`config.mk`:
```
export PLATFORM = sky130hd
export DESIGN_NAME = program_memory
export DESIGN_NICKNAME = d
export VERILOG_FILES = /design/src/design/program_memory.sv
export SDC_FILE = /design/constraint.sdc
export NUM_CORES = 2
export LEC_CHECK = 0
export BUFFER_PORTS_ARGS = -buffer_cell sky130_fd_sc_hd__clkbuf_2
export CORE_ASPECT_RATIO = 0.6
export CORE_MARGIN = 2
export CORE_UTILIZATION = 66
export DETAILED_ROUTE_END_ITERATION = 7
export PLACE_DENSITY_LB_ADDON = 0.12
export RECOVER_POWER = 50
export SLEW_MARGIN = 10
export SYNTH_ARGS = -nofsm -noshare
export SYNTH_HDL_FRONTEND = slang
export SYNTH_SLANG_ARGS = --single-unit
```
`constraint.sdc`:
```
create_clock -name CLK -period 3.7 [get_ports CLK]
set_input_delay 0.37 -clock CLK [delete_from_list [all_inputs] [get_ports CLK]]
set_output_delay 0.37 -clock CLK [all_outputs]
set_load 0.05 [all_outputs]
```
`src/design/program_memory.sv`:
```
//################################################
// Instruction memory with one write and one read port.
// The write port is filled by the testbench before run.
// Read data appears one clock after read_en and holds
// its value while read_en is low.
//################################################

module program_memory #(
	parameter int BITS = 16,
	parameter int ADDRESS_BITS = 8
) (
	input  logic                      CLK,

	input  logic                      load_en,
	input  logic [ADDRESS_BITS - 1:0] load_address,
	input  logic [BITS - 1:0]         load_data,

	input  logic                      read_en,
	input  logic [ADDRESS_BITS - 1:0] read_address,
	output logic [BITS - 1:0]         memory_data
);

	localparam int DEPTH = 1 << ADDRESS_BITS;

	logic [BITS - 1:0] mem [DEPTH];

	always_ff @(posedge CLK) begin
		if (load_en) begin
			mem[load_address] <= load_data;
		end
	end

	// Registered read, data only moves when a read is issued
	always_ff @(posedge CLK) begin
		if (read_en) begin
			memory_data <= mem[read_address];
		end
	end

	// Loading and fetching the same word at once gives stale data
	a_no_read_write_collision: assert property (@(posedge CLK)
		!(load_en && read_en && load_address == read_address))
		else $error("program_memory: read and write to the same address");

endmodule

```
==> qor.txt <==
Post-synth cell types: 51
Final setup violation count: 0
Reg2reg start: mem[14][9]
Max IR drop VDD: 0.470 mV
Die Area: 0.245 sq mm
Utilization after layout: 74.4%
RD Place Congestion: 0.931
Main flop type after synthesis: edfxtp_1
Num CTS Buffers: 353
Power Total: 93.5 mW
GRT overflow: 0
Max-slew headroom: -133%
Die Wd: 637 um
Unrepaired setup endpoints after global routing: false
CTS Root Cell: clkbuf_16
Fin. max-slew vios: 1760
Global-route wire length before repair: 602000 um
Final Hold Fails: 0
Failing checks: max-capacitance violations, max-slew violations
Crit Path Max Fanout: 102
MaxCap Viol Count: 21
Setup CP Type: in2reg
DP HPWL: 261000 um
Crit path from: load_data[15]
Tmin final: 3480 ps
Reg2Reg Setup Slack: 690 ps
CP required: 4210 ps
Detailed Routing Iterations Pass 1: 6
Crit start category: input pin
CP peak stage delay: 1450 ps
Worst Path Buf+Inv: 3
Floorplan core area: 0.239 sq mm
DRC: 0
Crit path max-delay family: buffers and inverters
Worst-Skew Late Latency: 910 ps
I/O Pins: 51
Reg area: 0.123 sq mm
Setup Slack @ Placement: -322 ps
Total GRT Usage: 35.2%
WL/cell: 37.4 um
Slowest cell on crit path: clkbuf_2
Share of cells above drive strength 1: 25.7%
Via count of the first global-routing pass: 79400
Syn. warnings: 0
Clock buffer depth: 4
Period utilization: 94.0%
Worst Hold Class: in2reg
Beginning of the worst hold path: load_address[2]
Async SR Flop Fraction: 0%
Worst-Margin Slew: 3490 ps
Worst Skew: 65.6 ps
Die H: 384 um
Crit path cell chain: dlygate4sd3_1 > clkbuf_2 > clkbuf_4
Cells after synthesis: 7360
FF+latch count, synth: 4112
Htree depth: 5
Fill count: 13000
Multi-input gate area in the final layout: 0.0329 sq mm
Clock Pin Slew Worst Setup and Hold Paths: 70 ps
Commonest non-fill, non-tap cell in the layout: edfxtp_1
Port Buffers: 50
Clk sink count: 4112
Avg Vias per Cell: 7.24
Leading area contributor after synthesis: edfxtp_1
Area Overhead vs Synth: 12.1%
Initial antenna violation count: 30
Setup WS post-layout: 221 ps
Total power per unit cell area: 525 mW/mm^2
Syn_area_per_cell: 21.6 sq um
Most frequent cells in the layout: 4112 x edfxtp_1, 797 x mux4_2, 565 x mux2i_1
Syn Nets: 7395
Fmax: 287 MHz
CTS tree: done
Nets: 8050
Largest net degree at the start of global routing: 127
WL final: 429000 um
Top cells by area, synth: edfxtp_1 78%, mux4_2 11%, mux2i_1 3.6%, o221ai_1 1.4%, nor2_1 0.72%
Initial Utilization: 66.4%
Post-synth EDFFs: 4112
Status: finished, violations left
Worst Setup End Kind: flip-flop
Initial DRC Count: 15000
Leak pwr: 57.0 nW
Synth Cell Area: 0.159 sq mm
Seq/Total Area, Yosys: 77.7%
Row cnt: 139
Via Count: 83100
Post-route ant nets: 0
Area share of the largest cell type after synthesis: 77.7%
Worst Path Arrival: 3990 ps
-- sequential cells by signal (all words and copies together) (netlist names) --
name         cells
mem           4096
memory_data     16
-- cell type report --
cell class                      count  area share [%]
Clock buffer                      436            5.28
Tap cell                         3172            2.23
Sequential cell                  4112            69.3
Antenna cell                       11          0.0155
Timing Repair Buffer              752            3.59
Inverter                            4          0.0155
Clock inverter                    193            1.04
Multi-Input combinational cell   2792            18.5
-- per-stage QoR --
stage	hold slack (ps)	setup TNS, ps	std cells	cell area, sq um
after global routing	293	0	11500	178000
after detailed placement	815	-1690	10800	167000
after CTS	6.31	0	11500	179000
final	301	0	11500	178000
after floorplan	469	0	7360	159000
after global placement	810	-2100	10800	167000
-- worst register-to-register path, delay by kind of cell (launching register included) --
| kind | cells | cell delay, ps |
|---|---|---|
| AOI/OAI and AO/OA | 2 | 1030 |
| buffers and inverters | 1 | 210 |
| muxes | 2 | 810 |
| DFF | 1 | 380 |
| and+or+nand+nor | 2 | 300 |
-- kinds of logic (layout without fill, tap and decap cells) --
group	after synthesis	count (layout)	synth area share, %
flops	4112	4112	77.7
mux	1450	1450	15.5
compound gates	786	786	3.53
simple gates	556	556	1.57
buf+inv	456	1385	1.69
other cells	0	11	0
-- timing repair --
action | in CTS | in global routing
setup endpoints to repair | 0 | 0
buffers inserted | 0 | 0
hold buffers | 10 | 0
hold endpoints to repair | 197 | 0
gates resized for setup | 0 | 0
-- cell usage after synthesis (all sizes together) (11+ instances only) --
cell and instances:
o22ai 148, edfxtp 4112, nor2 304, mux2i 565, o221ai 253, o31ai 16
a211oi 18, o32ai 21, o21ai 38, mux2 88, nor4 18, a22oi 43
a21oi 175, nand2 38, and3 11, mux4 797, buf 222, a22o 32
nand3 35, nor3 92, clkbuf 230, a221oi 28, nand4 26
-- metal layers --
metal,share of wire [%],vias to the layer above,global-route usage [%]
li1,-,32600,-
met1,37,43000,53.8
met2,43,6722,48.9
met3,17,786,12.8
met4,3.3,18,9.87
met5,0.034,-,0
-- path summary, 6_finish.rpt --
kind,end,cells after the start
setup / recovery,mem[231][15],3
hold / removal,mem[205][2],4
setup reg to reg,memory_data[9],7
hold reg to reg,memory_data[9],6
-- power by group --
part / switching (mW) / internal (mW) / total [mW]
Sequential: 0.0702 / 51.4 / 51.5
Combinational: 3.40 / 1.76 / 5.16
Clock: 16.3 / 20.6 / 36.9
Note: power is estimated with default switching activity, not from simulation.
