## src/design/cpu_pkg.sv

```systemverilog
//################################################
// Shared constants for the CPU instruction front end.
// Holds default widths, instruction field positions,
// the NOP word and the load opcode. Referenced with
// scoped names by the design and the testbench.
//################################################

package cpu_pkg;

	// Default widths, overridden from the top level
	localparam int BITS = 16;
	localparam int ADDRESS_BITS = 8;

	// The all-zero word is the NOP
	localparam logic [BITS - 1:0] NOP_WORD = '0;

	localparam logic [3:0] OPC_LOAD = 4'h4;

	// Instruction fields: opcode, destination, two sources
	localparam int OPC_MSB = 15;
	localparam int OPC_LSB = 12;
	localparam int RD_MSB = 11;
	localparam int RD_LSB = 8;
	localparam int RA_MSB = 7;
	localparam int RA_LSB = 4;
	localparam int RB_MSB = 3;
	localparam int RB_LSB = 0;

endpackage

```

## src/design/hazard_detector.sv

```systemverilog
//################################################
// Load-use hazard detection between decode and execute.
// Raises stall when execute holds a load whose nonzero
// destination is a source of the decode instruction.
// CLK and RSTb only clock the assertion.
//################################################

module hazard_detector (
	input  logic                         CLK,
	input  logic                         RSTb,

	input  logic [cpu_pkg::BITS - 1:0]   stage1,
	input  logic [cpu_pkg::BITS - 1:0]   stage2,

	output logic                         stall
);

	logic [cpu_pkg::OPC_MSB - cpu_pkg::OPC_LSB:0] ex_opcode;
	logic [cpu_pkg::RD_MSB - cpu_pkg::RD_LSB:0]   ex_rd;
	logic [cpu_pkg::RA_MSB - cpu_pkg::RA_LSB:0]   de_ra;
	logic [cpu_pkg::RB_MSB - cpu_pkg::RB_LSB:0]   de_rb;
	logic                                         ex_is_load;
	logic                                         uses_rd;

	assign ex_opcode = stage2[cpu_pkg::OPC_MSB:cpu_pkg::OPC_LSB];
	assign ex_rd = stage2[cpu_pkg::RD_MSB:cpu_pkg::RD_LSB];
	assign de_ra = stage1[cpu_pkg::RA_MSB:cpu_pkg::RA_LSB];
	assign de_rb = stage1[cpu_pkg::RB_MSB:cpu_pkg::RB_LSB];

	assign ex_is_load = (ex_opcode == cpu_pkg::OPC_LOAD);

	// r0 is never a hazard source
	assign uses_rd = (ex_rd != '0) && (ex_rd == de_ra || ex_rd == de_rb);

	assign stall = ex_is_load && uses_rd;

	// The bubble clears execute, so a stall that the pipeline acted
	// on lasts one cycle; it only persists while everything holds
	a_stall_one_cycle: assert property (@(posedge CLK) disable iff (!RSTb)
		stall ##1 stall |-> ($stable(stage1) && $stable(stage2)))
		else $error("hazard_detector: stall held across a moving pipeline");

endmodule

```

## config.mk

```make
export PLATFORM = sky130hd
export DESIGN_NAME = hazard_detector
export DESIGN_NICKNAME = d
export VERILOG_FILES = /design/src/design/cpu_pkg.sv /design/src/design/hazard_detector.sv
export SDC_FILE = /design/constraint.sdc
export NUM_CORES = 1
export LEC_CHECK = 0
export BUFFER_PORTS_ARGS = -buffer_cell sky130_fd_sc_hd__buf_2
export CAP_MARGIN = 20
export CORE_AREA = 4 4 41 43
export DETAILED_ROUTE_END_ITERATION = 12
export DIE_AREA = 0 0 45 47
export GPL_ROUTABILITY_DRIVEN = 0
export GPL_TIMING_DRIVEN = 0
export PLACE_DENSITY = 0.43
export SLEW_MARGIN = 10
export SYNTH_ARGS = -nofsm -noshare
export SYNTH_HDL_FRONTEND = slang
export SYNTH_SLANG_ARGS = --single-unit
```

## constraint.sdc

```tcl
create_clock -name vclk -period 0.8
set_input_delay 0.12 -clock vclk [all_inputs]
set_output_delay 0.12 -clock vclk [all_outputs]
set_load 0.005 [all_outputs]
```

==> results.py <==
metrics = {
    "global_route": {
        "grt_pass1_wl_microns": 703,
        "grt_pass1_vias": 157,
        "grt.overflow.total": 0,
        "grt_max_degree": 4,
        "grt_usage_pct": 4.33,
        "antenna_found_initial": 0,
    },
    "power_and_ir_drop": {
        "vdd_drop_max_mv": 0.167,
        "p_leak_nw": 0.0917,
        "finalPower_mw": 0.103,
        "power.density_nw_per_um2": 464,
    },
    "clocking": {
        "postCtsSetupRepairBufs": 0,
        "hold_buffers": 0,
    },
    "drt": {
        "vias": 154,
        "wirelength_microns": 457,
        "wl_per_cell_microns": 10.2,
        "first_pass_iters": 2,
        "drc_errors": 0,
        "antenna_left": 0,
        "vias_per_cell": 3.42,
        "drt-initial-drc-count": 3,
    },
    "finish": {
        "nClkBuffers": 0,
        "nNetsFinal": 66,
        "syn2layout_area_growth_pct": 98.9,
        "drive_above_1_share_pct": 60.0,
        "multi_input_comb_area_sq_um": 111,
        "n_fill_cell": 159,
        "final_util_pct": 17.0,
        "nFlopsAndLatches": 0,
        "register_area_sq_um": 0,
        "n_antenna_cell": 0,
        "final_cell_area_sq_um": 221,
        "fin_cells": 45,
    },
    "synth": {
        "yosysTopAreaCell": "xnor2_1",
        "netlist_instances": 13,
        "seq_area_frac_synth_pct": 0,
        "yosys-top-cells-area": "xnor2_1, nor4b_2, nand4_1, o41ai_1, a21oi_1",
        "synth_top_area_share_pct": 62.9,
        "synth_most_common_cell": "xnor2_1",
        "synth.cells.most_frequent": "xnor2_1, nand4_1, a21oi_1, nor4b_2, o41ai_1",
        "yosysWarningCount": 0,
        "syn_area_per_cell_sq_um": 8.57,
        "synth_cell_type_count": 5,
        "synthesis.nets": 47,
        "syn-cell-area_sq_um": 111,
    },
    "sta": {
        "tns_ps": -173,
        "hold_viol": 0,
        "slew_headroom_pct": 81.9,
        "worst_slack_ps": -173,
        "timing.final.crit_share_pct": 122,
        "slew_viol_final": 0,
        "finalSetupViolCount": 1,
        "whs_ps": 553,
        "clock.fmax_ghz": 1.03,
        "rsz0062_at_grt": "yes",
        "period_minus_slack_ps": 973,
        "worst_pin_slew_ps": 267,
    },
    "setup_path": {
        "crit_slowest_cell": "nor4b_2",
        "crit_fanout": 1,
        "end_kind": "output port",
        "crit_type": "in -> out",
        "slowest_delay_ps": 250,
        "cp_data_arrival_time_ps": 850,
        "required_ps": 680,
        "cp_num_buf_inv": 2,
        "crit_family": "simple AND/OR/NAND/NOR gates",
        "cp_cell_sequence": "buf_6 -> nor4b_2 -> o41ai_1 -> a21oi_1 -> buf_2",
        "path_depth": 5,
        "cp-start-kind": "input port",
    },
    "flow_run": {
        "max_cap_violations": 0,
    },
    "die": {
        "die-area_sq_um": 2120,
        "die_y_microns": 47,
        "die_w_microns": 45,
        "initial_utilization_pct": 8.56,
        "core_region_area_sq_um": 1300,
        "core.rowCount": 13,
        "io_pins": 35,
    },
    "worst_hold_path": {
        "worstHoldPathType": "in -> out",
        "hold_depth": 5,
    },
    "status": {
        "status": "finished with violations",
        "violations": "negative setup slack",
    },
    "placement": {
        "numPortBuffers": 17,
        "postPlaceCellArea_sq_um": 215,
        "post-place-ws_ps": -190,
        "dp_cells": 45,
    },
}
## worst min-delay path: stages
cell	delay, ps
buf_6	70
nor4b_2	30
o41ai_1	50
a21oi_1	50
buf_2	120
## worst paths after layout
path  startpoint    end  slack (ps)
min   stage2[15]  stall         550
max   stage2[15]  stall        -170
## routing by layer
layer  GRT usage (%)  share of wire, %
met3           0.383                14
met5               0                 0
met2            4.24                18
met4               0                 0
met1            8.76                68
## cell usage in the layout (no fill, tap or decap)
master	n
buf_2	16
a21oi_1	1
xnor2_1	8
nand4_1	2
o41ai_1	1
nor4b_2	1
buf_6	1
## what timing repair did
item / in CTS / in global routing
resized for setup: 1 / 0
cloned: 0 / 0
endpoints found under the hold margin: 0 / 0
setup endpoints to repair: 1 / 1
pin swaps: 1 / 0
## power breakdown
part / internal, mW / switching (mW) / total, mW
Combinational: 0.0618 / 0.0409 / 0.103
Sequential: 0 / 0 / 0
Clock: 0 / 0 / 0
Total: 0.0618 / 0.0409 / 0.103
## final cells by class
| class | count | share of cell area, % |
|---|---|---|
| well taps | 15 | 8.47 |
| repair buffers | 17 | 41.2 |
| multi-input cells | 13 | 50.3 |
## cell families (layout without fill, tap and decap cells)
group           after synthesis  count (layout)  share of synthesized area (%)
compound gates                2               2                           12.4
xor+xnor                      8               8                           62.9
buf+inv                       0              17                              0
simple gates                  3               3                           24.7
Note: power is estimated with default switching activity, not from simulation.
