[config.mk]
export PLATFORM = sky130hd
export DESIGN_NAME = cpu_pipeline
export DESIGN_NICKNAME = d
export VERILOG_FILES = /design/src/design/cpu_pkg.sv /design/src/design/cpu_pipeline.sv
export SDC_FILE = /design/constraint.sdc
export NUM_CORES = 1
export LEC_CHECK = 0
export BUFFER_PORTS_ARGS = -buffer_cell sky130_fd_sc_hd__buf_2
export CORE_MARGIN = 3
export CORE_UTILIZATION = 50
export CTS_BUF_LIST = sky130_fd_sc_hd__clkbuf_8
export CTS_CLUSTER_SIZE = 24
export DETAILED_ROUTE_END_ITERATION = 16
export PLACE_DENSITY_LB_ADDON = 0.2
export SETUP_SLACK_MARGIN = 0.4
export SYNTH_ARGS = -nofsm -noshare
export SYNTH_HDL_FRONTEND = slang
export SYNTH_SLANG_ARGS = --single-unit
[constraint.sdc]
create_clock -name CLK -period 2.08 [get_ports CLK]
set_input_delay 0.52 -clock CLK [delete_from_list [all_inputs] [get_ports CLK]]
set_output_delay 0.52 -clock CLK [all_outputs]
set_load 0.1 [all_outputs]
[src/design/cpu_pkg.sv]
//################################################
// Shared constants for the CPU instruction front end.
// Holds default widths, instruction field positions,
// the NOP word and the load opcode. Referenced with
// scoped names by the design and the testbench.
//################################################

package cpu_pkg;

	// Default widths, overridden from the top level
	localparam int BITS = 16;
	localparam int ADDRESS_BITS = 8;

	// The all-zero word is the NOP
	localparam logic [BITS - 1:0] NOP_WORD = '0;

	localparam logic [3:0] OPC_LOAD = 4'h4;

	// Instruction fields: opcode, destination, two sources
	localparam int OPC_MSB = 15;
	localparam int OPC_LSB = 12;
	localparam int RD_MSB = 11;
	localparam int RD_LSB = 8;
	localparam int RA_MSB = 7;
	localparam int RA_LSB = 4;
	localparam int RB_MSB = 3;
	localparam int RB_LSB = 0;

endpackage

[src/design/cpu_pipeline.sv]
//################################################
// Five-stage instruction pipeline: fetch, decode,
// execute, memory and write back. Masks one cycle with
// a NOP at every start of run and inserts a bubble into
// execute when the hazard detector raises stall.
//################################################

module cpu_pipeline #(
	parameter int BITS = 16
) (
	input  logic              CLK,
	input  logic              RSTb,

	input  logic              run,
	input  logic              stall,
	input  logic [BITS - 1:0] memory_data,

	output logic              advance,
	output logic              masked,

	output logic [BITS - 1:0] stage0,
	output logic [BITS - 1:0] stage1,
	output logic [BITS - 1:0] stage2,
	output logic [BITS - 1:0] stage3,
	output logic [BITS - 1:0] stage4
);

	localparam logic [BITS - 1:0] NOP = BITS'(cpu_pkg::NOP_WORD);

	// Number of NOP cycles after a rising run
	localparam logic [1:0] MASK_CYCLES = 2'd1;

	logic       prev_run;
	logic       running;
	logic [1:0] mask_count;

	// Pipeline only moves once run has been seen on two edges
	assign running = run && prev_run;
	assign advance = running && !stall;
	assign masked = (mask_count != 2'd0);

	always_ff @(posedge CLK) begin
		if (!RSTb) begin
			prev_run <= 1'b0;
			mask_count <= 2'd0;
		end else begin
			prev_run <= run;
			if (run && !prev_run) begin
				mask_count <= MASK_CYCLES;
			end else if (advance && masked) begin
				// Count down only when a NOP was really taken
				mask_count <= mask_count - 2'd1;
			end
		end
	end

	always_ff @(posedge CLK) begin
		if (!RSTb) begin
			stage0 <= NOP;
			stage1 <= NOP;
			stage2 <= NOP;
			stage3 <= NOP;
			stage4 <= NOP;
		end else if (advance) begin
			stage0 <= masked ? NOP : memory_data;
			stage1 <= stage0;
			stage2 <= stage1;
			stage3 <= stage2;
			stage4 <= stage3;
		end else if (running && stall) begin
			// Fetch and decode hold, bubble into execute
			stage2 <= NOP;
			stage3 <= stage2;
			stage4 <= stage3;
		end
	end

	// Front stages and the fetched word must not be lost across a stall
	a_stall_holds_front: assert property (@(posedge CLK) disable iff (!RSTb)
		stall |=> ($stable(stage0) && $stable(stage1) && $stable(memory_data)))
		else $error("cpu_pipeline: front stages or fetched word changed during stall");

endmodule

==> results of run 1 <==
cells by family after synthesis:
| logic type | share of synthesized area (%) |
|---|---|
| DFF | 52.76 |
| and+or+nand+nor | 20.78 |
| buffers and inverters | 5.165 |
| adders and majority gates | 0.3972 |
| xor gates and xnor gates | 0.2782 |
| AOI/OAI and AO/OA | 20.62 |
how the worst max path moves through the flow:
stage | from | slack (ps) | cells after the start | end
finish | mask_count[0] | 410 | 4 | masked
global route | mask_count[0] | 350 | 4 | masked
CTS | mask_count[0] | 360 | 4 | masked
detailed placement | mask_count[0] | 470 | 4 | masked
global placement | mask_count[0] | 480 | 4 | masked
floorplan | mask_count[0] | 390 | 5 | masked
registers in the layout, indices dropped and copies added (netlist names):
| name | cells |
|---|---|
| stage4 | 16 |
| mask_count | 2 |
| stage0 | 16 |
| stage2 | 16 |
| stage1 | 16 |
| stage3 | 16 |
| prev_run | 1 |
cells in the mapped netlist:
library cell,n,share of area [%]
sky130_fd_sc_hd__buf_6,1,0.36
sky130_fd_sc_hd__ha_1,1,0.40
sky130_fd_sc_hd__inv_2,1,0.12
sky130_fd_sc_hd__clkbuf_1,13,1.5
sky130_fd_sc_hd__buf_4,3,0.72
sky130_fd_sc_hd__xnor2_1,1,0.28
sky130_fd_sc_hd__buf_8,1,0.48
sky130_fd_sc_hd__a21boi_2,9,3.2
sky130_fd_sc_hd__nor2b_1,16,3.2
sky130_fd_sc_hd__nand2b_1,1,0.20
sky130_fd_sc_hd__a211oi_1,1,0.24
sky130_fd_sc_hd__a21boi_1,47,11
sky130_fd_sc_hd__nor2_1,1,0.12
sky130_fd_sc_hd__a22oi_1,16,3.8
sky130_fd_sc_hd__nand3b_2,1,0.36
sky130_fd_sc_hd__dfxtp_1,83,53
sky130_fd_sc_hd__nand2_1,114,14
sky130_fd_sc_hd__and4bb_2,1,0.40
sky130_fd_sc_hd__a21boi_0,9,2.1
sky130_fd_sc_hd__inv_1,3,0.36
sky130_fd_sc_hd__nand3_1,16,2.5
sky130_fd_sc_hd__buf_2,10,1.6
sky130_fd_sc_hd__and2_1,2,0.40
worst max-delay path: cells and delay by family, from the launching register on:
family	cells	cell delay [ps]
adders and majority gates	1	150
DFF	1	330
buffers and inverters	3	340
stage by stage:
step	util [%]	setup WS, ps
final	68.44	411.1
after global placement	61.63	485.0
after CTS	66.76	359.3
after global routing	68.44	352.1
after detailed placement	61.63	474.6
after floorplan	-	389.6
final cells by class:
cell class,instances,area (sq um)
clock buffer,10,137.6
clock inverter,6,81.33
fill,502,1902
inverter,4,18.77
multi-input combinational,236,1346
sequential,83,1665
tap,75,93.84
timing repair buffer,109,780.7
where the power goes:
group          internal [uW]  switching [uW]  leakage (uW)
Clock                    701             541      0.000119
Combinational           76.6             139      0.000850
Sequential              1600            7.71      0.000670
Total                   2370             688       0.00164
timing repair:
action | in CTS | in global routing
endpoints found under the setup margin | 29 | 38
cloned | 0 | 0
gates resized for setup | 36 | 38
pin swaps | 1 | 0
layer usage:
metal	global-route usage, %	up-vias
met2	28.46	69
met1	26.63	1226
met5	0	-
met4	9.353	0
met3	5.146	5
li1	-	1344
==> summary.md, run 1 <==
| Metric | Value |
|---|---|
| Result of the run | `completed` |
| Worst Hold End | `stage0[2]` |
| Worst path cell trace | `inv_1 > ha_4 > clkinvlp_4 > buf_12` |
| Netlist cell types | `23` |
| TritonCTS Sinks | `83` |
| Max cap viols | `0` |
| Die area | `7287 sq um` |
| Reg-to-reg setup timing slack | `550 ps` |
| Placed Area | `3714 sq um` |
| Reg2Reg Capture Point | `mask_count[1]` |
| Synth Instances | `351` |
| Number of antenna violations at the first check in global routing | `0` |
| Register clock-pin slew on the reported worst setup and hold paths | `80 ps` |
| CTS tree | `yes` |
| Wire length the detailed router placed on met1 | `3415 um` |
| Max FO, Critical Path | `2` |
| Uppermost metal layer occupied by signal nets | `met4` |
| Placed cell count | `507` |
| Worst setup path class | `flip-flop to output port` |
| Worst reg-to-reg path cell count | `6` |
| Worst hold path depth | `3` |
| Yosys warning total | `0` |
| IO buf count | `101` |
| Seq cells post-synth | `83` |
| Hold violation count in the final report | `0` |
| Detailed placement HPWL | `4617 um` |
| Kind of capture point of the worst setup path | `output port` |
| Vertical extent of the die | `85.37 um` |
| Worst Max-Slew Pin Slew | `506.3 ps` |
| Insertion delay to the later sink of the worst-skew pair | `340 ps` |
| Critical hold path startpoint | `memory_data[2]` |
| Commonest cells after routing, fill and taps aside | `sky130_fd_sc_hd__nand2_1 (114), sky130_fd_sc_hd__dfxtp_1 (80), sky130_fd_sc_hd__a21boi_1 (47)` |
| Setup repair after global routing missed its margin | `yes` |
| Number of nets in the final layout | `464` |
| Worst hold slack across all endpoints | `422.5 ps` |
| PwrDens | `742.6 nW/um^2` |
| Highest achievable clock rate | `599.2 MHz` |
| Post-route cell area | `4124 sq um` |
| Library cell used as clock root buffer | `sky130_fd_sc_hd__clkbuf_8` |
| Number of buffers on the longest clock path | `2` |
| Crit path max-delay cell type | `sky130_fd_sc_hd__dfxtp_2` |
| Count of hold buffers inserted by post-cts repair | `0` |
| Detailed-route via count | `2644` |
| Arrival time of data at the critical path endpoint | `1150 ps` |
| Antenna Nets Post-Route | `0` |
| Setup skew after layout | `10.82 ps` |
| Wirelength, routed | `7114 um` |
| Critical Path Source Type | `flip-flop` |
| Crit Reg-Reg Startpoint | `mask_count[0]` |
| H-Tree Level Count | `3` |
| Number of remaining DRC errors | `0` |
| Number of global-route vias before repair | `2384` |
| Max-slew violations | `0` |
| Routed WL per cell | `13.60 um` |
| Overall power after layout | `3062 uW` |
| Synthesized net count | `372` |
| Leakage power figure | `0.001639 uW` |
| Combined global-route utilization of all metal layers | `19.45%` |
| Worst slew slack as a fraction of its limit | `66.48%` |
| Sequential element share of the synthesized area | `52.76%` |
| Mean number of vias per cell | `5.055` |
| Post-route clock period utilization | `80.24%` |
| # setup viols final | `0` |
| Synthesized area | `3149 sq um` |
| Average cell area after synthesis | `8.972 sq um` |
| Final instance count without filler cells | `523` |
| Maximum resistive drop on vdd | `427.9 uV` |
| Required time of the critical path | `1560 ps` |
| Relative area change from synthesis to final layout | `30.95%` |
| Rows | `28` |
| Final total negative setup slack | `0 ps` |
| Ant diodes | `0` |
| Number of ports placed on the die boundary | `102` |
| Sum of overflow across all layers after global routing | `0` |
| Number of iterations in the first detailed-routing pass | `4` |
| Most common library cell in the layout ignoring fill and taps | `sky130_fd_sc_hd__nand2_1` |
| Maximum single-stage delay on the critical path | `330 ps` |
| Initial drt markers | `118` |
| Routed wl met2 | `3204 um` |
| Placer's final routability congestion estimate | `0.7540` |
| DR WL met3 | `405 um` |
| Cts bufs inserted | `9` |
| Area of the core region | `6026 sq um` |
| Global-route wire length before repair | `11390 um` |
| Largest net degree at the start of global routing | `49` |
| Die outline width | `85.37 um` |
| Share of post-route cells with drive strength above 1 | `31.47%` |
| Min-delay worst type | `input port to flip-flop` |
| Starting utilization of the core area | `52.26%` |
| Setup bufs post-CTS | `0` |
| Period minus WS final | `1669 ps` |
Power figures use the tool's default switching activity.
==> inputs of run 2 (changes only) <==
--- a/config.mk
+++ b/config.mk
@@ -5,6 +5,7 @@
 export SDC_FILE = /design/constraint.sdc
 export NUM_CORES = 1
 export LEC_CHECK = 0
+export ABC_AREA = 1
 export BUFFER_PORTS_ARGS = -buffer_cell sky130_fd_sc_hd__buf_2
 export CORE_MARGIN = 3
 export CORE_UTILIZATION = 50
==> constraint.sdc (replaced) <==
create_clock -name CLK -period 1.6 [get_ports CLK]
set_input_delay 0.4 -clock CLK [delete_from_list [all_inputs] [get_ports CLK]]
set_output_delay 0.4 -clock CLK [all_outputs]
set_load 0.1 [all_outputs]
==> summary.md, run 2 <==
| Metric | Value |
|---|---|
| Result of the run | `did not finish` |
| Failing step | `clock tree synthesis` |
| Error that ended the run | `[ERROR DPL-0038] Utilization greater than 100%, impossible to legalize` |
| Library cell used as clock root buffer | `sky130_fd_sc_hd__clkbuf_8` |
| Combinational family with the most area after synthesis | `simple AND/OR/NAND/NOR gates` |
| Yosys warning total | `0 (unchanged)` |
| Sequential element share of the synthesized area | `56.41% (+3.7 points)` |
| Dominant cell type by area after synthesis | `sky130_fd_sc_hd__dfxtp_1` |
| Vertical extent of the die | `82.75 um (-3.1%)` |
| Detailed placement HPWL | `4555 um (-1.3%)` |
| Post-synth top cells | `sky130_fd_sc_hd__nor2_1 (99), sky130_fd_sc_hd__dfxtp_1 (83), sky130_fd_sc_hd__nand2_1 (51), sky130_fd_sc_hd__o21ai_0 (45), sky130_fd_sc_hd__a21oi_1 (34)` |
| Cells resized by post-CTS repair | `343 (+850%)` |
| Count of flip-flops with a built-in enable after synthesis | `0 (unchanged)` |
| Main area contributors after synthesis | `sky130_fd_sc_hd__dfxtp_1 (56%), sky130_fd_sc_hd__nor2_1 (13%), sky130_fd_sc_hd__o21ai_0 (7.6%)` |
| Share of synthesized cell area in and, or, nand and nor gates | `23.24% (+2.5 points)` |
| Placer's final routability congestion estimate | `0.7702 (+2.1%)` |
| TritonCTS Sinks | `83 (unchanged)` |
| Synthesized net count | `392 (+5.4%)` |
| Cts bufs inserted | `9 (unchanged)` |
| Die outline width | `82.75 um (-3.1%)` |
| Seq cells post-synth | `83 (unchanged)` |
| H-Tree Level Count | `3 (unchanged)` |
| Synth Flop Type | `sky130_fd_sc_hd__dfxtp_1` |
| Synth async-reset ratio | `0% (unchanged)` |
| Count of hold buffers inserted by post-cts repair | `0 (unchanged)` |
| Rows | `27 (-3.6%)` |
| Synth Instances | `371 (+5.7%)` |
| Average cell area after synthesis | `7.939 sq um (-12%)` |
| IO buf count | `101 (unchanged)` |
| Share of the synthesized area in the top cell type | `56.41% (+3.7 points)` |
| Netlist cell types | `18 (-22%)` |
| Share of the synthesized netlist area taken by xor and xnor gates | `0% (-0.28 points)` |
| Setup bufs post-CTS | `63 (+63)` |
| Number of ports placed on the die boundary | `102 (unchanged)` |
| Synthesized area | `2945 sq um (-6.5%)` |
| Number of buffers on the longest clock path | `2 (unchanged)` |
| Starting utilization of the core area | `52.52% (+0.26 points)` |
| Adder and majority cell fraction of the synthesized area | `0.4248% (+0.028 points)` |
| Most common cell in the synthesized netlist | `sky130_fd_sc_hd__nor2_1` |
| Proportion of synthesized area in mux cells | `0% (unchanged)` |
| Synth Area in Compound Gates | `13.93% (-6.7 points)` |
-- run 2: cell count changes after synthesis, sizes merged, moves of 16 or more --
cell / delta
a21boi: -65
a21oi: +34
a22oi: -16
nand2: -62
nor2: +99
nor2b: -16
o21ai: +48
-- run 2: logic make-up after synthesis --
| group | count (synthesis) |
|---|---|
| fa+ha+maj | 1 |
| compound gates | 82 |
| flops | 83 |
| simple gates | 171 |
| buf+inv | 34 |
-- run 2: through the flow --
stage,instances,setup slack (ps),utilization [%],cell area [sq um],hold slack [ps]
2_1_floorplan,371,93.20,-,3100,451.6
3_3_place_gp,528,198.4,65.28,3661,447.9
3_5_place_dp,528,144.7,65.28,3661,453.0
==> inputs of run 3 (changes only) <==
--- a/config.mk
+++ b/config.mk
@@ -8,12 +8,9 @@
 export ABC_AREA = 1
 export BUFFER_PORTS_ARGS = -buffer_cell sky130_fd_sc_hd__buf_2
 export CORE_MARGIN = 3
-export CORE_UTILIZATION = 50
-export CTS_BUF_LIST = sky130_fd_sc_hd__clkbuf_8
-export CTS_CLUSTER_SIZE = 24
+export CORE_UTILIZATION = 35
 export DETAILED_ROUTE_END_ITERATION = 16
-export PLACE_DENSITY_LB_ADDON = 0.2
-export SETUP_SLACK_MARGIN = 0.4
+export PLACE_DENSITY_LB_ADDON = 0.15
 export SYNTH_ARGS = -nofsm -noshare
 export SYNTH_HDL_FRONTEND = slang
 export SYNTH_SLANG_ARGS = --single-unit
==> summary.md, run 3 <==
| Metric | Value |
|---|---|
| Netlist cell types | `18 (unchanged)` |
| Yosys warning total | `0 (unchanged)` |
| Library cell used as clock root buffer | `sky130_fd_sc_hd__clkbuf_8` |
| Number of nets in the final layout | `490` |
| Number of ports placed on the die boundary | `102 (unchanged)` |
| Placed cell count | `558 (+5.7%)` |
| Synthesized net count | `392 (unchanged)` |
| Kind of capture point of the worst setup path | `output port` |
| Post-synth top cells | `sky130_fd_sc_hd__nor2_1 (99), sky130_fd_sc_hd__dfxtp_1 (83), sky130_fd_sc_hd__nand2_1 (51), sky130_fd_sc_hd__o21ai_0 (45), sky130_fd_sc_hd__a21oi_1 (34)` |
| Insertion delay to the later sink of the worst-skew pair | `340 ps` |
| Commonest cells after routing, fill and taps aside | `sky130_fd_sc_hd__nor2_1 (99), sky130_fd_sc_hd__dfxtp_1 (81), sky130_fd_sc_hd__buf_2 (72)` |
| Arrival time of data at the critical path endpoint | `1170 ps` |
| Wirelength, routed | `7263 um` |
| Max FO, Critical Path | `2` |
| Largest net degree at the start of global routing | `33` |
| Worst reg-to-reg path cell count | `6` |
| Maximum resistive drop on vdd | `386.0 uV` |
| PwrDens | `1186 nW/um^2` |
| Share of the synthesized area in the top cell type | `56.41% (unchanged)` |
| Max-slew violations | `0` |
| Placed Area | `3546 sq um (-3.1%)` |
| Most common library cell in the layout ignoring fill and taps | `sky130_fd_sc_hd__nor2_1` |
| Placer's final routability congestion estimate | `0.7414 (-3.7%)` |
| Worst Max-Slew Pin Slew | `503.0 ps` |
| Area of the core region | `7928 sq um` |
| Critical Path Source Type | `flip-flop` |
| Number of buffers on the longest clock path | `2 (unchanged)` |
| Leakage power figure | `0.001757 uW` |
| Share of post-route cells with drive strength above 1 | `29.32%` |
| Post-route cell area | `3877 sq um` |
| Antenna Nets Post-Route | `0` |
| Worst setup path class | `flip-flop to output port` |
| H-Tree Level Count | `3 (unchanged)` |
| Setup repair after global routing missed its margin | `yes` |
| Cts bufs inserted | `9 (unchanged)` |
| Synthesized area | `2945 sq um (unchanged)` |
| Setup skew after layout | `5.063 ps` |
| Vertical extent of the die | `97.74 um (+18%)` |
| # setup viols final | `0` |
| Ant diodes | `0` |
| Most common cell in the synthesized netlist | `sky130_fd_sc_hd__nor2_1` |
| Main area contributors after synthesis | `sky130_fd_sc_hd__dfxtp_1 (56%), sky130_fd_sc_hd__nor2_1 (13%), sky130_fd_sc_hd__o21ai_0 (7.6%)` |
| Routed WL per cell | `12.61 um` |
| Fill cell count | `837` |
| Sum of overflow across all layers after global routing | `0` |
| Synth Flop Type | `sky130_fd_sc_hd__dfxtp_1` |
| Post-route clock period utilization | `98.07%` |
| Dominant cell type by area after synthesis | `sky130_fd_sc_hd__dfxtp_1` |
| Number of iterations in the first detailed-routing pass | `4` |
| Relative area change from synthesis to final layout | `31.65%` |
| Worst hold path depth | `3` |
| Final instance count without filler cells | `576` |
| Hold violation count in the final report | `0` |
| Starting utilization of the core area | `37.15% (-15 points)` |
| Rows | `32 (+19%)` |
| Detailed-route via count | `2653` |
| IO buf count | `101 (unchanged)` |
| Highest achievable clock rate | `637.3 MHz` |
| Max cap viols | `0` |
| Overall power after layout | `4598 uW` |
| Synth async-reset ratio | `0% (unchanged)` |
| Average cell area after synthesis | `7.939 sq um (unchanged)` |
| Min-delay worst type | `input port to flip-flop` |
| Count of flip-flops with a built-in enable after synthesis | `0 (unchanged)` |
| Worst slew slack as a fraction of its limit | `66.70%` |
| Register clock-pin slew on the reported worst setup and hold paths | `80 ps` |
| CTS tree | `yes` |
| TritonCTS Sinks | `83 (unchanged)` |
| Die area | `9552 sq um` |
| Synth Instances | `371 (unchanged)` |
| Mean number of vias per cell | `4.606` |
| Pre-CTS setup slack | `99.66 ps (-45.08 ps)` |
| Count of hold buffers inserted by post-cts repair | `0 (unchanged)` |
| Number of antenna violations at the first check in global routing | `0` |
| Global-route wire length before repair | `11910 um` |
| Sequential element share of the synthesized area | `56.41% (unchanged)` |
| Number of remaining DRC errors | `0` |
| Die outline width | `97.74 um (+18%)` |
| Initial drt markers | `75` |
| Seq cells post-synth | `83 (unchanged)` |
| Post-route worst setup slack | `30.86 ps` |
| Final total negative setup slack | `0 ps` |
| Result of the run | `completed` |
| Combined global-route utilization of all metal layers | `15.22%` |
| Detailed placement HPWL | `5064 um (+11%)` |
| Number of global-route vias before repair | `2432` |
| Required time of the critical path | `1200 ps` |
| Period minus WS final | `1569 ps` |
## run 3: cell counts after synthesis
No cell type changed its count.
## run 3: area by class of cell
cell class                      count  area, sq um  share of cell area (%)
Clock buffer                       10        137.6                   3.550
Clock inverter                      6        88.84                   2.291
Tap cell                          102        127.6                   3.291
Inverter                            8        36.28                  0.9358
Multi-Input combinational cell    254         1130                   29.14
Timing Repair Buffer              113        693.2                   17.88
Sequential cell                    83         1664                   42.92
## run 3: what timing repair did
item,4_1_cts,5_1_grt
pin swaps,2,1
gates resized for setup,4,31
setup endpoints to repair,2,32
setup buffers,2,0
## run 3: routing by layer
| metal | track usage, % | wire length, um | vias to the layer above |
|---|---|---|---|
| li1 | - | - | 1400 |
| met1 | 21.10 | 3571 | 1163 |
| met2 | 22.35 | 3125 | 80 |
| met3 | 4.143 | 447 | 10 |
| met4 | 6.390 | 120 | 0 |
| met5 | 0 | 0 | - |
## run 3: logic make-up after synthesis
logic type                 Yosys count  synth area share [%]
and+or+nand+nor                    171                 23.24
AOI/OAI and AO/OA                   82                 13.93
adders and majority gates            1                0.4247
DFF                                 83                 56.41
buffers and inverters               34                 5.989
## run 3: metrics by stage
stage               utilization (%)  hold slack (ps)
floorplan                         -            451.6
global placement              44.73            456.6
detailed placement            44.73            466.2
CTS                           47.93            258.9
global route                  48.91            291.4
finish                        48.91            304.9
## run 3: final timing paths
kind | start | endpoint | slack [ps]
worst max-delay path | mask_count[1] | masked | 30
worst min-delay path | run | prev_run | 300
worst max register to register | prev_run | stage2[3] | 190
worst min register to register | stage1[14] | stage2[14] | 480
## run 3: power breakdown
part | internal, uW | switching, uW
clock | 921 | 725
combinational | 149 | 632
sequential | 2130 | 41.7
## run 3: critical path, stage by stage, from the launching register on
cell	delay, ps
sky130_fd_sc_hd__dfxtp_1	350
sky130_fd_sc_hd__inv_2	60
sky130_fd_sc_hd__ha_4	170
sky130_fd_sc_hd__clkinvlp_4	80
sky130_fd_sc_hd__buf_12	170
