### src/design/fetch_unit.sv
//################################################
// Program counter and read request generation.
// pc is the address of the word that stage0 takes next.
// During a start mask the word at pc is read again,
// otherwise the next word is read and pc increments.
//################################################

module fetch_unit #(
	parameter int ADDRESS_BITS = 8
) (
	input  logic                      CLK,
	input  logic                      RSTb,

	input  logic                      advance,
	input  logic                      masked,

	output logic                      read_en,
	output logic [ADDRESS_BITS - 1:0] read_address
);

	logic [ADDRESS_BITS - 1:0] pc;
	logic [ADDRESS_BITS - 1:0] pc_plus_one;

	assign pc_plus_one = pc + 1'b1;

	// One read per pipeline advance
	assign read_en = advance;

	// Re-read on a mask cycle so memory_data keeps the word at pc
	assign read_address = masked ? pc : pc_plus_one;

	always_ff @(posedge CLK) begin
		if (!RSTb) begin
			pc <= '0;
		end else if (advance && !masked) begin
			// stage0 takes the word at pc, so move on
			pc <= pc_plus_one;
		end
	end

endmodule

### config.mk
export PLATFORM = sky130hd
export DESIGN_NAME = fetch_unit
export DESIGN_NICKNAME = d
export VERILOG_FILES = /design/src/design/fetch_unit.sv
export SDC_FILE = /design/constraint.sdc
export NUM_CORES = 1
export LEC_CHECK = 0
export ABC_AREA = 1
export BUFFER_PORTS_ARGS = -buffer_cell sky130_fd_sc_hd__buf_2
export CAP_MARGIN = 5
export CORE_MARGIN = 10
export CORE_UTILIZATION = 40
export CTS_CLUSTER_DIAMETER = 100
export CTS_CLUSTER_SIZE = 8
export DETAILED_ROUTE_END_ITERATION = 8
export SYNTH_ARGS = -nofsm -noshare
export SYNTH_HDL_FRONTEND = slang
export SYNTH_SLANG_ARGS = --single-unit
### constraint.sdc
create_clock -name CLK -period 1.5 [get_ports CLK]
set_input_delay 0 -clock CLK [delete_from_list [all_inputs] [get_ports CLK]]
set_output_delay 0 -clock CLK [all_outputs]
set_load 0.01 [all_outputs]
==> impl.org, run 1 <==
** Status
- Run status :: finished clean

** Floorplan
- The die covers between 3000 and 4000 um2.
- Core footprint :: roughly 1500 um2
- Vertical die dimension :: 59.19 um
- Measured along the x axis, the die boundary spans a little under 60 um.
- Initial cell density of the core :: 0.4175
- The initialized floorplan defines 14 standard-cell rows.
- IO Count :: 13

** Power and ir drop
- Across the VDD grid, the largest voltage drop is 0.3624 mV.
- Summed over all cells, the static leakage comes to approximately 0.37 nW.
- Ratio of total power to cell area :: 776.7 nW/um2
- Sequential share of power :: 0.447
- Cell-internal power :: between 0.3 and 0.4 mW
- NetSw :: 0.1838 mW
- Of the total power, the share spent switching nets is 0.3313.
- Part of the total power dissipated in combinational logic :: 0.225
- Relative contribution of the clock network to total power :: 0.328

** Yosys
- The synthesized design spends more area on one cell type than any other, namely dfxtp_1.
- Cell Area, Synth :: 614.3 um2
- Flops & latches, synth :: 8
- Post-synth EDFFs :: 0
- Of the total synthesized cell area, the portion taken by full adders, half adders and majority gates is 0.02037.
- Top_reg_cell synth :: dfxtp_1
- Most numerous cell in the Yosys netlist :: nand2_1
- Measured against the total synthesized area, the mux share comes to 0.
- The share of synthesized area in the top cell type comes to 0.2607.
- Synthesis produced a netlist with a net count of 99.
- After synthesis, the largest family of logic cells by area is simple AND/OR/NAND/NOR gates.
- For this run, the register share of the synthesized area comes to 0.2607.
- Of the total synthesized cell area, the portion taken by AND, OR, NAND and NOR gates is 0.3870.
- Mean area per synthesized cell :: 6.536 um2
- Synth warn :: 0
- By count the netlist is led by nand2_1, inv_1, nand3_1, dfxtp_1.
- Synthesis handed over a netlist of 94 instances.
- By area the synthesized netlist is led by dfxtp_1, nand2_1, nand3_1.
- Distinct cells, synth :: 21
- XOR/XNOR share of the synthesized area :: 0.04277
- Asr flop ratio synth :: 0
- Post-synthesis compound-gate area fraction :: 0.1324

** CTS
- Post-CTS repair timing setup buffer count :: 0
- Clock tree synthesis inserted a total of 3 buffers.
- Worst skew pair latency :: roughly 0.27 ns
- Clock slew at the register clock pins of the worst setup and hold paths :: 0.06 ns
- Clock tree synthesis found a total of 8 sinks.
- No sink is reached through more buffers than the 2 on the longest clock path.
- Number of levels in the clock H-tree :: 1
- Clk Tree Root Cell :: clkbuf_4
- TritonCTS built the clock tree.

** Detailed routing
- The final layout contains routed wiring with a total length of ~1.4 mm.
- In the routed design, unresolved DRC markers number 0.
- Routed len/inst :: 11.18 um
- The detailed router finished its first iteration with 7 violations.
- The first detailed-routing pass took 3 iterations.
- The detail route stage leaves a number of antenna-violating nets equal to 0.
- Total vias in the final route :: 597
- After detailed routing, the number of vias per cell comes to 4.854.

** STA
- Max-slew violation count :: 0
- In the finished design, the share of the clock period the worst path needs comes to 0.9308.
- For the pin with the worst max-slew slack, the measured transition is ~0.30 ns.
- Maximum operating frequency :: just over 700 MHz
- Across the routed clock network, the largest skew measured is 0.001944 ns.
- Relative slew slack :: 0.8029
- Setup violations remaining at the end of the flow were counted as 0.
- Number of failing hold endpoints at the final stage :: 0
- After layout, the minimum clock period comes to 1.396 ns.

** Cells and area
- Of the cells placed in the final design, the portion with a size suffix greater than 1 is 0.2617.
- The net count of the finished layout is 114.
- In the final layout, the registers with the most flip-flops are pc (8).
- Leaving out filler cells and counting taps, the final layout contains 123.
- Area added between synthesis and finish :: 16.29%
- Post-layout util :: 0.4855
- Ranked by flip-flop count, first place goes to pc.
- Number of flip-flops under the largest register name :: 8
- ANT cells :: 0

** Min path
- Type of the worst min-delay path :: primary input to flop

** Setup path
- The critical path is of the flop to output pin type.
- The largest single stage delay on the critical path is 0.49 ns.
- Together, buffers and inverters on the worst path number 1.
- Arrival time of the worst setup path :: around 1.4 ns
- Startpoint type of the worst setup path :: flop
- Critical Path, Cell by Cell :: nand3_1 > nor2_1 > nand2_1 > nand3_1 > o21ai_1 > buf_2
- For the worst setup path, the data required time is 1.50 ns.
- Worst path slowest cell :: dfxtp_1
- Most common cell on crit path :: nand3_1
- The cell family contributing the most delay on the critical path is flip-flops.
- In this run the worst path has a maximum fanout of 7.
- CP Capture Type :: output pin

** Place
- In this run, placement finished with an instance count of 119.
- Input/output buffers :: 12
- Detailed placement HPWL :: approximately 1.0 mm
- Routability-driven placement finished with a final weighted congestion of 0.7361.

** Global route
- Overflow left after global routing :: 0
- Total global-route track usage :: 0.08269
- Initial antenna violation count :: 0
- Maximum number of pins on one net before global-route repair :: 11
- Wire length of the first global-routing pass :: 2.235 mm
- Number of global-route vias before repair :: 528

** Flow run
- The tool flagged a number of max-cap violations equal to 0.
-- power groups by stage --
stage	combinational, mW	clock (mW)	sequential (mW)
CTS	0.124	0.182	0.246
floorplan	0.0954	0	0.244
global placement	0.122	0	0.250
finish	0.125	0.182	0.248
global route	0.144	0.188	0.251
detailed placement	0.122	0	0.250
-- worst register-to-register path, cell delays in order (launching register included) --
cell and delay (ns):
dfxtp_2 0.40, ha_4 0.17, nand2_1 0.06, nor2_2 0.11, nand2_1 0.05, nand2_1 0.07
nand3_1 0.06, nand2_1 0.06, inv_1 0.03
-- layout make-up --
class,count,area (um2)
fill,172,757.0
multi-input combinational,68,372.9
sequential,8,162.7
timing repair buffer,13,70.07
inverter,15,66.31
clock buffer,3,22.52
tap,16,20.02
-- placed cells by master (no fill, tap or decap) --
master / n
clkbuf_4: 3
nand2_2: 2
dfxtp_2: 2
inv_8: 1
nor2_1: 4
xnor2_1: 2
nor2_8: 1
a31oi_1: 1
o21ai_1: 1
dlygate4sd3_1: 1
buf_2: 12
a21oi_1: 7
nor2_4: 1
inv_2: 1
nand2_4: 2
nand3_1: 11
o21ai_0: 7
dfxtp_1: 6
xor2_1: 1
inv_1: 12
inv_4: 1
nand2_1: 26
ha_4: 1
nor2_2: 1
-- what timing repair did --
item / CTS / global route
hold buffers: 1 / 0
resized for setup: 2 / 3
setup endpoints to repair: 2 / 2
hold endpoints to repair: 1 / 0
-- cell families after synthesis --
| kind of cell | after synthesis |
|---|---|
| and+or+nand+nor | 48 |
| buffers and inverters | 18 |
| AOI/OAI and AO/OA | 16 |
| DFF | 8 |
| xor gates and xnor gates | 3 |
| adders and majority gates | 1 |
-- final timing paths --
path,to,depth (start not counted),slack (ns),start
setup / recovery,read_address[5],6,0.10,pc[2]$_SDFFE_PN0P_
hold / removal,pc[0]$_SDFFE_PN0P_,3,0.09,advance
setup reg to reg,pc[6]$_SDFFE_PN0P_,8,0.39,pc[1]$_SDFFE_PN0P_
hold reg to reg,pc[1]$_SDFFE_PN0P_,2,0.53,pc[1]$_SDFFE_PN0P_
-- per-layer routing --
layer  global-route usage  part of all wire
met1              0.09190              0.47
met3              0.03004             0.057
met2               0.1263              0.44
met4              0.05902             0.029
met5                    0                 0
-- metrics by stage --
step	hold WS, ns	setup TNS, ns	cell area, um2	setup slack, ns	power, mW
after floorplan	0.09177	0	614.3	0.3702	0.3391
after global placement	0.2400	0	664.4	0.2879	0.3713
after detailed placement	0.2420	0	664.4	0.2550	0.3717
after CTS	0.08962	0	700.7	0.007593	0.5523
after global routing	0.1102	-0.003357	714.4	-0.003357	0.5819
final	0.08888	0	714.4	0.1038	0.5549
No activity file was read; power rests on OpenSTA's default activity.
==> run 2, diff against run 1 <==
- CORE_AREA: default -> 10 10 47 49
- CORE_MARGIN: 10 -> default
- CORE_UTILIZATION: 40 -> default
- DIE_AREA: default -> 0 0 57 59
- PLACE_DENSITY: default -> 0.69
==> run 2 against run 1 <==
Against the previous run:
- clock power fell by 5%
- via count did not move
- power fell by 1.8%
- combinational power barely moved
- register-to-register slack barely moved
- die area fell by 4.0%
- fmax rose by 1.4%
- core utilization rose by 2.5 points
- clock skew rose by 0.0040 ns
- critical path depth rose by 3
- critical path type unchanged
- critical endpoint is now read_address[6]
- largest power group unchanged
- highest routed layer unchanged
==> impl.org, run 2 (same netlist as run 1, synthesis figures left out) <==
** Setup path
- The critical path depth in cells came to 9 (+3).
- Cell depth of the worst flop-to-flop path :: 8 (unchanged)
- CP Capture Type :: output pin
- Walking the worst path, the cells encountered are ha_4 > nand2_1 > nor2_1 > nand2_1 > nand2_1 > nand2_1 > nand2_1 > nand2_1 > buf_2.
- Endpoint of the lowest-slack register-to-register path :: pc[6]$_SDFFE_PN0P_
- WS Path Type :: flop to output pin
- Top Family by Delay on Critical Path :: simple AND/OR/NAND/NOR gates
- Following the worst setup path forward leads to its endpoint at read_address[6].
- In this run the worst setup path begins at pc[0]$_SDFFE_PN0P_.
- The worst setup path is launched from a flop.
- In this run the critical register-to-register path is launched from pc[0]$_SDFFE_PN0P_.
- Top fanout value on the critical path :: 4 (-3)
- The slowest stage of the critical path belongs to the cell dfxtp_4.
- Setup slack of the worst register-to-register path :: 0.40 ns (about the same)
- The worst path buffer plus inverter count was 1 (unchanged).
- The largest incremental delay on the critical path is 0.38 ns (-0.11 ns).
- Required time reported for the critical path endpoint :: 1.50 ns (about the same)
- Most common cell on crit path :: nand2_1
- The signal arrival time at the worst endpoint is 1.38 ns (-0.02 ns).

** Cells and area
- The library cell used most frequently in the layout, excluding fill and tap cells, is nand2_1.
- ANT cells :: 0 (unchanged)
- Largest registers :: pc (8)
- Number of flip-flops under the largest register name :: 8 (unchanged)
- The library cells used most frequently in the layout, excluding fill and tap cells, are nand2_1, inv_1, buf_2.
- Number of fill cells :: 151 (-12%)
- The post-route cell area came to 715.7 um2 (+0.18%).
- The number of non-filler instances in the completed layout was 123 (unchanged).
- Final net count :: 114 (unchanged)
- Fraction of final layout cells with drive strength greater than 1 :: 0.2710 (+0.009346)
- Counting flops per register, the top entry is pc.
- Area added between synthesis and finish :: 16.50%

** Floorplan
- IO Count :: 13 (unchanged)
- The core area is 1401 um2 (-4.8%).
- The die width is 57 um (-3.7%).
- Initial cell density of the core :: 0.4384 (+0.02088)
- The cell row count was 14 (unchanged).
- The die area came to 3363 um2 (-4.0%).
- The die boundary height was 59 um (-0.32%).

** CTS
- The H-tree depth reported by CTS is 1 (unchanged).
- The clock latency on the worst-skew pair was 0.26 ns (about the same).
- Cts bufs inserted :: 3 (unchanged)
- Num Clock Sinks :: 8 (unchanged)
- In this run the clock root is driven by a clkbuf_4.
- Worst-case clock buffer depth :: 2 (unchanged)
- The count of hold buffers inserted by post-cts repair was 0 (-1).
- TritonCTS built the clock tree.
- The clock slew seen by the registers of the worst setup and hold paths was 0.06 ns (about the same).

** Detailed routing
- The final antenna-violating net count came to 0 (unchanged).
- Vias per cell :: 4.854 (unchanged)
- The number of DRC markers after the initial detailed-route iteration was 8 (+1).
- The number of detailed-route iterations in the first pass came to 4 (+1).
- Total vias in the final route :: 597 (unchanged)
- Routed len/inst :: 10.89 um (-2.6%)
- The aggregate routed wire length is 1.339 mm (-2.6%).
- The post-route DRC violation count was 0 (unchanged).

** STA
- Max-slew violation count :: 0 (unchanged)
- The number of endpoints failing setup at the final stage is 0 (unchanged).
- The final critical path time including I/O delays and setup came to 1.377 ns (-0.01973 ns).
- The highest attainable clock frequency is 726.5 MHz (+1.4%).
- Setup repair after global routing left no endpoint under its margin.
- Final worst path period share :: 0.9177 (-0.01315)
- Total negative slack for setup checks :: 0 ns (unchanged)
- Worst clock skew :: 0.005972 ns (+0.004028 ns)
- Number of failing hold endpoints at the final stage :: 0 (unchanged)
- Worst-margin pin slew :: 0.1977 ns (-0.09761 ns)
- Relative slew slack :: 0.8673 (+0.06440)

** Global route
- The global-route wire length before repair was 2.297 mm (+2.8%).
- Initial antenna violation count :: 0 (unchanged)
- The global routing usage summed across all routing layers was 0.08445 (+0.001761).
- The leftover overflow at the end of global routing came to 0 (unchanged).
- Maximum number of pins on one net before global-route repair :: 11 (unchanged)
- Number of global-route vias before repair :: 564 (+6.8%)

** Power and ir drop
- The part of the total power dissipated in the clock network came to 0.316 (-0.012).
- The worst vdd rail ir drop came to 0.4899 mV (+35%).
- The power density over the cells came to 761.1 nW/um2 (-2.0%).
- Leakage component of the power :: 0.3728 nW (+0.54%)
- Part of the total power dissipated in combinational logic :: 0.234 (+0.009)
- The cell-internal power is 0.3696 mW (-0.39%).
- The power dissipated by switching net loads was 0.1751 mW (-4.8%).
- The sequential share of power was 0.450 (+0.003).
- Switching share of power :: 0.3214 (-0.009887)
- The power after layout is 0.5447 mW (-1.8%).

** Status
- Run status :: finished clean

** Place
- The cell area after placement was 664.4 um2 (unchanged).
- The routability-driven placement congestion ratio was 0.7629 (+3.6%).
- Detailed placement HPWL :: 1.021 mm (about the same)
- DP Cell Count :: 119 (unchanged)
- Input/output buffers :: 12 (unchanged)

** Flow run
- Count of max-cap constraint violations :: 0 (unchanged)

** Min path
- The number of cells traversed by the worst hold path came to 3 (unchanged).
- The min-delay analysis places its worst path in the category primary input to flop.
[run 2: changes by cell type in the layout (fill, tap and decap cells not counted)]
cell / change
buf_4: +1
dfxtp_4: +2
dlygate4sd3_1: -1
dfxtp_1: -1
dfxtp_2: -1
nor2_1: +1
nor2_2: -1
[run 2: what timing repair did]
action,4_1_cts,5_1_grt
gates resized for setup,1,6
endpoints found under the hold margin,0,0
pin swaps,0,1
buffers inserted,0,1
setup endpoints to repair,1,3
[run 2: layout make-up]
cell class,instances,area [um2],share of cell area
clock buffer,3,22.52,0.03147
timing repair buffer,13,67.56,0.09441
multi-input combinational,68,370.4,0.5175
sequential,8,168.9,0.2360
tap,16,20.02,0.02797
inverter,15,66.31,0.09266
[run 2: worst min-delay path: cells and delay by family]
family | cells | cell delay [ns]
buffers and inverters | 1 | 0.12
AOI/OAI and AO/OA | 2 | 0.11
[run 2: power groups by stage]
stage          clock [mW]  combinational (mW)  sequential, mW
2_1_floorplan           0              0.0954           0.244
3_3_place_gp            0               0.121           0.249
3_5_place_dp            0               0.122           0.250
4_1_cts             0.179               0.123           0.246
5_1_grt             0.187               0.147           0.249
6_report            0.172               0.128           0.245
[run 2: per-layer routing]
layer / vias up / part of all wire / global-route usage
met1: 254 / 0.45 / 0.09200
met5: - / 0 / 0
met4: 0 / 0.018 / 0.05369
li1: 322 / - / -
met2: 19 / 0.46 / 0.1349
met3: 2 / 0.063 / 0.03219
[run 2: worst min-delay path by stage]
stage	start	end
3_5_place_dp	advance	read_en
2_1_floorplan	advance	read_en
3_3_place_gp	advance	read_en
5_1_grt	RSTb	pc[2]$_SDFFE_PN0P_
4_1_cts	RSTb	pc[1]$_SDFFE_PN0P_
6_report	RSTb	pc[1]$_SDFFE_PN0P_
[run 2: stage by stage]
step | utilization | setup slack, ns | hold WS (ns)
6_report | 0.5107 | 0.1235 | 0.006769
5_1_grt | 0.5107 | 0.006183 | 0.02170
4_1_cts | 0.4911 | 0.003659 | 0.001148
3_5_place_dp | 0.4741 | 0.2599 | 0.2446
3_3_place_gp | 0.4741 | 0.2975 | 0.2406
2_1_floorplan | - | 0.3702 | 0.09177
==> run 3, diff against run 2 <==
==> constraint.sdc (replaced) <==
create_clock -name CLK -period 1.5 [get_ports CLK]
set_input_delay 0.225 -clock CLK [delete_from_list [all_inputs] [get_ports CLK]]
set_output_delay 0.225 -clock CLK [all_outputs]
set_load 0.01 [all_outputs]
==> run 3 against run 2 <==
Against the previous run:
- the run now ends with negative setup slack left
- largest cell class unchanged
- fmax fell by 14%
- clock skew fell by 0.0043 ns
- clock power hardly changed
- power up 3.3%
- flip-flop and latch count is the same
- cell area rose by 7.3%
- first-iteration DRC count rose by 140%
- global-route usage rose by 0.44 points
- critical endpoint is now read_address[2]
- critical path type unchanged
- setup slack worse by 0.23 ns
- sequential power about the same
- non-clock buffer count up 4
- highest routed layer unchanged
- largest power group unchanged
==> impl.org, run 3 (same netlist as run 1, synthesis figures left out) <==
** Status
- The run finished, with violations left.
- The final reports fail on negative setup slack.

** Setup path
- The largest driver fanout on the critical path came to 3 (-1).
- Worst path slowest cell :: dfxtp_2
- The largest incremental delay on the critical path was 0.34 ns (-0.04 ns).
- The signal arrival time at the worst endpoint is 1.38 ns (about the same).
- The worst setup path is of the flop to output pin kind.
- Startpoint type of the worst setup path :: flop
- The worst setup path is captured at an output pin.
- Critical Path, Cell by Cell :: ha_4 > buf_4 > xnor2_1 > o21ai_0 > buf_2
- The endpoint identified for the worst register-to-register timing path is pc[7]$_SDFFE_PN0P_.
- The required time of the worst setup path came to 1.27 ns (-0.23 ns).
- The depth of the worst register-to-register path was 9 (+1).
- Startpoint of the worst-slack reg-to-reg timing path :: pc[1]$_SDFFE_PN0P_
- The reg2reg setup slack was 0.32 ns (-0.08 ns).

** Cells and area
- Area added between synthesis and finish :: 25.05%
- The combined area of the multi-input logic cells was 390.4 um2 (+5.4%).
- Ranked by flip-flop count, first place goes to pc.
- Largest registers :: pc (8)
- The count of antenna diodes in the layout was 0 (unchanged).
- Number of fill cells :: 144 (-4.6%)
- The top cell types in the final layout, fill and taps aside, are nand2_1, inv_1, buf_2.
- Register Area :: 167.7 um2 (-0.74%)
- Finished layout cell area :: 768.2 um2 (+7.3%)
- Fraction of final layout cells with drive strength greater than 1 :: 0.3874 (+0.1164)
- The flip-flop count of the largest register, all copies and words added came to 8 (unchanged).
- Final net count :: 118 (+3.5%)
- Most frequent standard cell in the layout excluding fill and tap cells :: nand2_1

** Detailed routing
- Routed len/inst :: 11.34 um (+4.2%)
- The final antenna-violating net count was 0 (unchanged).
- Wirelength, routed :: 1.440 mm (+7.5%)
- The via total after detailed routing was 621 (+4.0%).
- Drt first pass iters :: 4 (unchanged)
- The post-route DRC violation count is 0 (unchanged).
- The number of DRC markers after the initial detailed-route iteration came to 19 (+11).
- Vias per cell :: 4.890 (+0.74%)

** CTS
- Worst-case clock buffer depth :: 2 (unchanged)
- Number of levels in the clock H-tree :: 1 (unchanged)
- Num Clock Sinks :: 8 (unchanged)
- TritonCTS clock tree :: done
- Clock slew at the register clock pins of the worst setup and hold paths :: 0.06 ns (about the same)
- Clk Tree Root Cell :: clkbuf_4
- Worst skew pair latency :: 0.26 ns (about the same)
- Number of hold buffers added after cts :: 0 (unchanged)
- Cts bufs inserted :: 3 (unchanged)

** Place
- Detailed placement HPWL :: 1.059 mm (+3.7%)
- Post-Place Cell Area :: 679.4 um2 (+2.3%)
- Input/output buffers :: 12 (unchanged)
- The routability-driven placement congestion ratio is 0.8068 (+5.8%).

** Global route
- Maximum number of pins on one net before global-route repair :: 11 (unchanged)
- Total global-route track usage :: 0.08886 (+0.004408)
- Wire length of the first global-routing pass :: 2.470 mm (+7.5%)
- The number of antenna violations at the first check in global routing came to 0 (unchanged).
- The leftover overflow at the end of global routing is 0 (unchanged).
- Number of global-route vias before repair :: 583 (+3.4%)

** STA
- The highest attainable clock frequency came to 621.3 MHz (-14%).
- The total count of hold-check failures in the final report is 0 (unchanged).
- Relative slew slack :: 0.8732 (+0.005927)
- The final critical path time including I/O delays and setup came to 1.610 ns (+0.2331 ns).
- The final worst clock skew was 0.001703 ns (-0.004269 ns).
- The number of endpoints failing setup at the final stage came to 6 (+6).
- RSZ-0062 raised after global routing :: true
- Final worst path period share :: 1.073 (+0.1554)
- Post-route worst setup slack :: -0.1096 ns (-0.2331 ns)
- The final count of pins violating max slew is 0 (unchanged).
- Worst-margin pin slew :: 0.1882 ns (-0.009459 ns)

** Floorplan
- The die width is 57 um (unchanged).
- Die area :: 3363 um2 (unchanged)
- The number of top-level pins is 13 (unchanged).
- Vertical die dimension :: 59 um (unchanged)
- Initial cell density of the core :: 0.4384 (unchanged)
- The core area is 1401 um2 (unchanged).
- The cell row count came to 14 (unchanged).

** Min path
- Type of the worst min-delay path :: primary input to flop
- Cell depth of the worst min-delay path :: 3 (unchanged)
- The startpoint identified for the worst hold timing path is RSTb.
- Worst Hold Endpoint :: pc[0]$_SDFFE_PN0P_

** Power and ir drop
- Leakage component of the power :: 0.3961 nW (+6.2%)
- The power density over the cells came to 732.2 nW/um2 (-3.8%).
- The power after layout came to 0.5625 mW (+3.3%).
- The worst vdd rail ir drop was 0.5101 mV (+4.1%).

** Flow run
- The number of max-cap violations is 0 (unchanged).
[run 3: worst max-delay path: cells and delay by family (launching register included)]
family / cells / cell delay (ns)
buffers and inverters: 2 / 0.30
xor gates and xnor gates: 1 / 0.13
AOI/OAI and AO/OA: 1 / 0.19
DFF: 1 / 0.34
adders and majority gates: 1 / 0.17
[run 3: through the flow]
step	std cells	hold slack (ns)	setup TNS, ns	util	setup WS (ns)
2_1_floorplan	94	0.3634	0	-	0.1452
3_3_place_gp	121	0.4965	0	0.4848	0.1757
3_5_place_dp	121	0.5029	0	0.4848	0.1514
4_1_cts	124	0.2277	-0.2174	0.5134	-0.08303
5_1_grt	127	0.2477	-0.7067	0.5482	-0.1375
6_report	127	0.2279	-0.2737	0.5482	-0.1096
[run 3: timing repair]
action	4_1_cts	5_1_grt
buffers inserted	0	3
gates cloned	0	0
endpoints found under the setup margin	5	5
pin swaps	2	7
gates resized for setup	6	10
[run 3: layout make-up]
type | count | share of cell area
timing repair buffer | 17 | 0.1319
sequential | 8 | 0.2182
inverter | 15 | 0.08632
multi-input combinational | 68 | 0.5081
tap | 16 | 0.02606
clock buffer | 3 | 0.02932
[run 3: how the worst max path moves through the flow]
stage / start / end
6_report: pc[1]$_SDFFE_PN0P_ / read_address[2]
5_1_grt: pc[1]$_SDFFE_PN0P_ / read_address[6]
4_1_cts: pc[1]$_SDFFE_PN0P_ / read_address[6]
3_5_place_dp: pc[0]$_SDFFE_PN0P_ / read_address[6]
3_3_place_gp: pc[2]$_SDFFE_PN0P_ / read_address[5]
2_1_floorplan: pc[1]$_SDFFE_PN0P_ / read_address[4]
[run 3: per-layer routing]
metal | track usage | part of all wire
met3 | 0.03004 | 0.051
met2 | 0.1473 | 0.47
met4 | 0.04027 | 0.019
met5 | 0 | 0
met1 | 0.1006 | 0.46
[run 3: power breakdown]
group | leakage (nW) | switching (mW) | total [mW] | internal (mW)
registers | 0.0681 | 0.0181 | 0.247 | 0.229
logic | 0.314 | 0.0826 | 0.140 | 0.0579
clock network | 0.0138 | 0.0825 | 0.175 | 0.0922
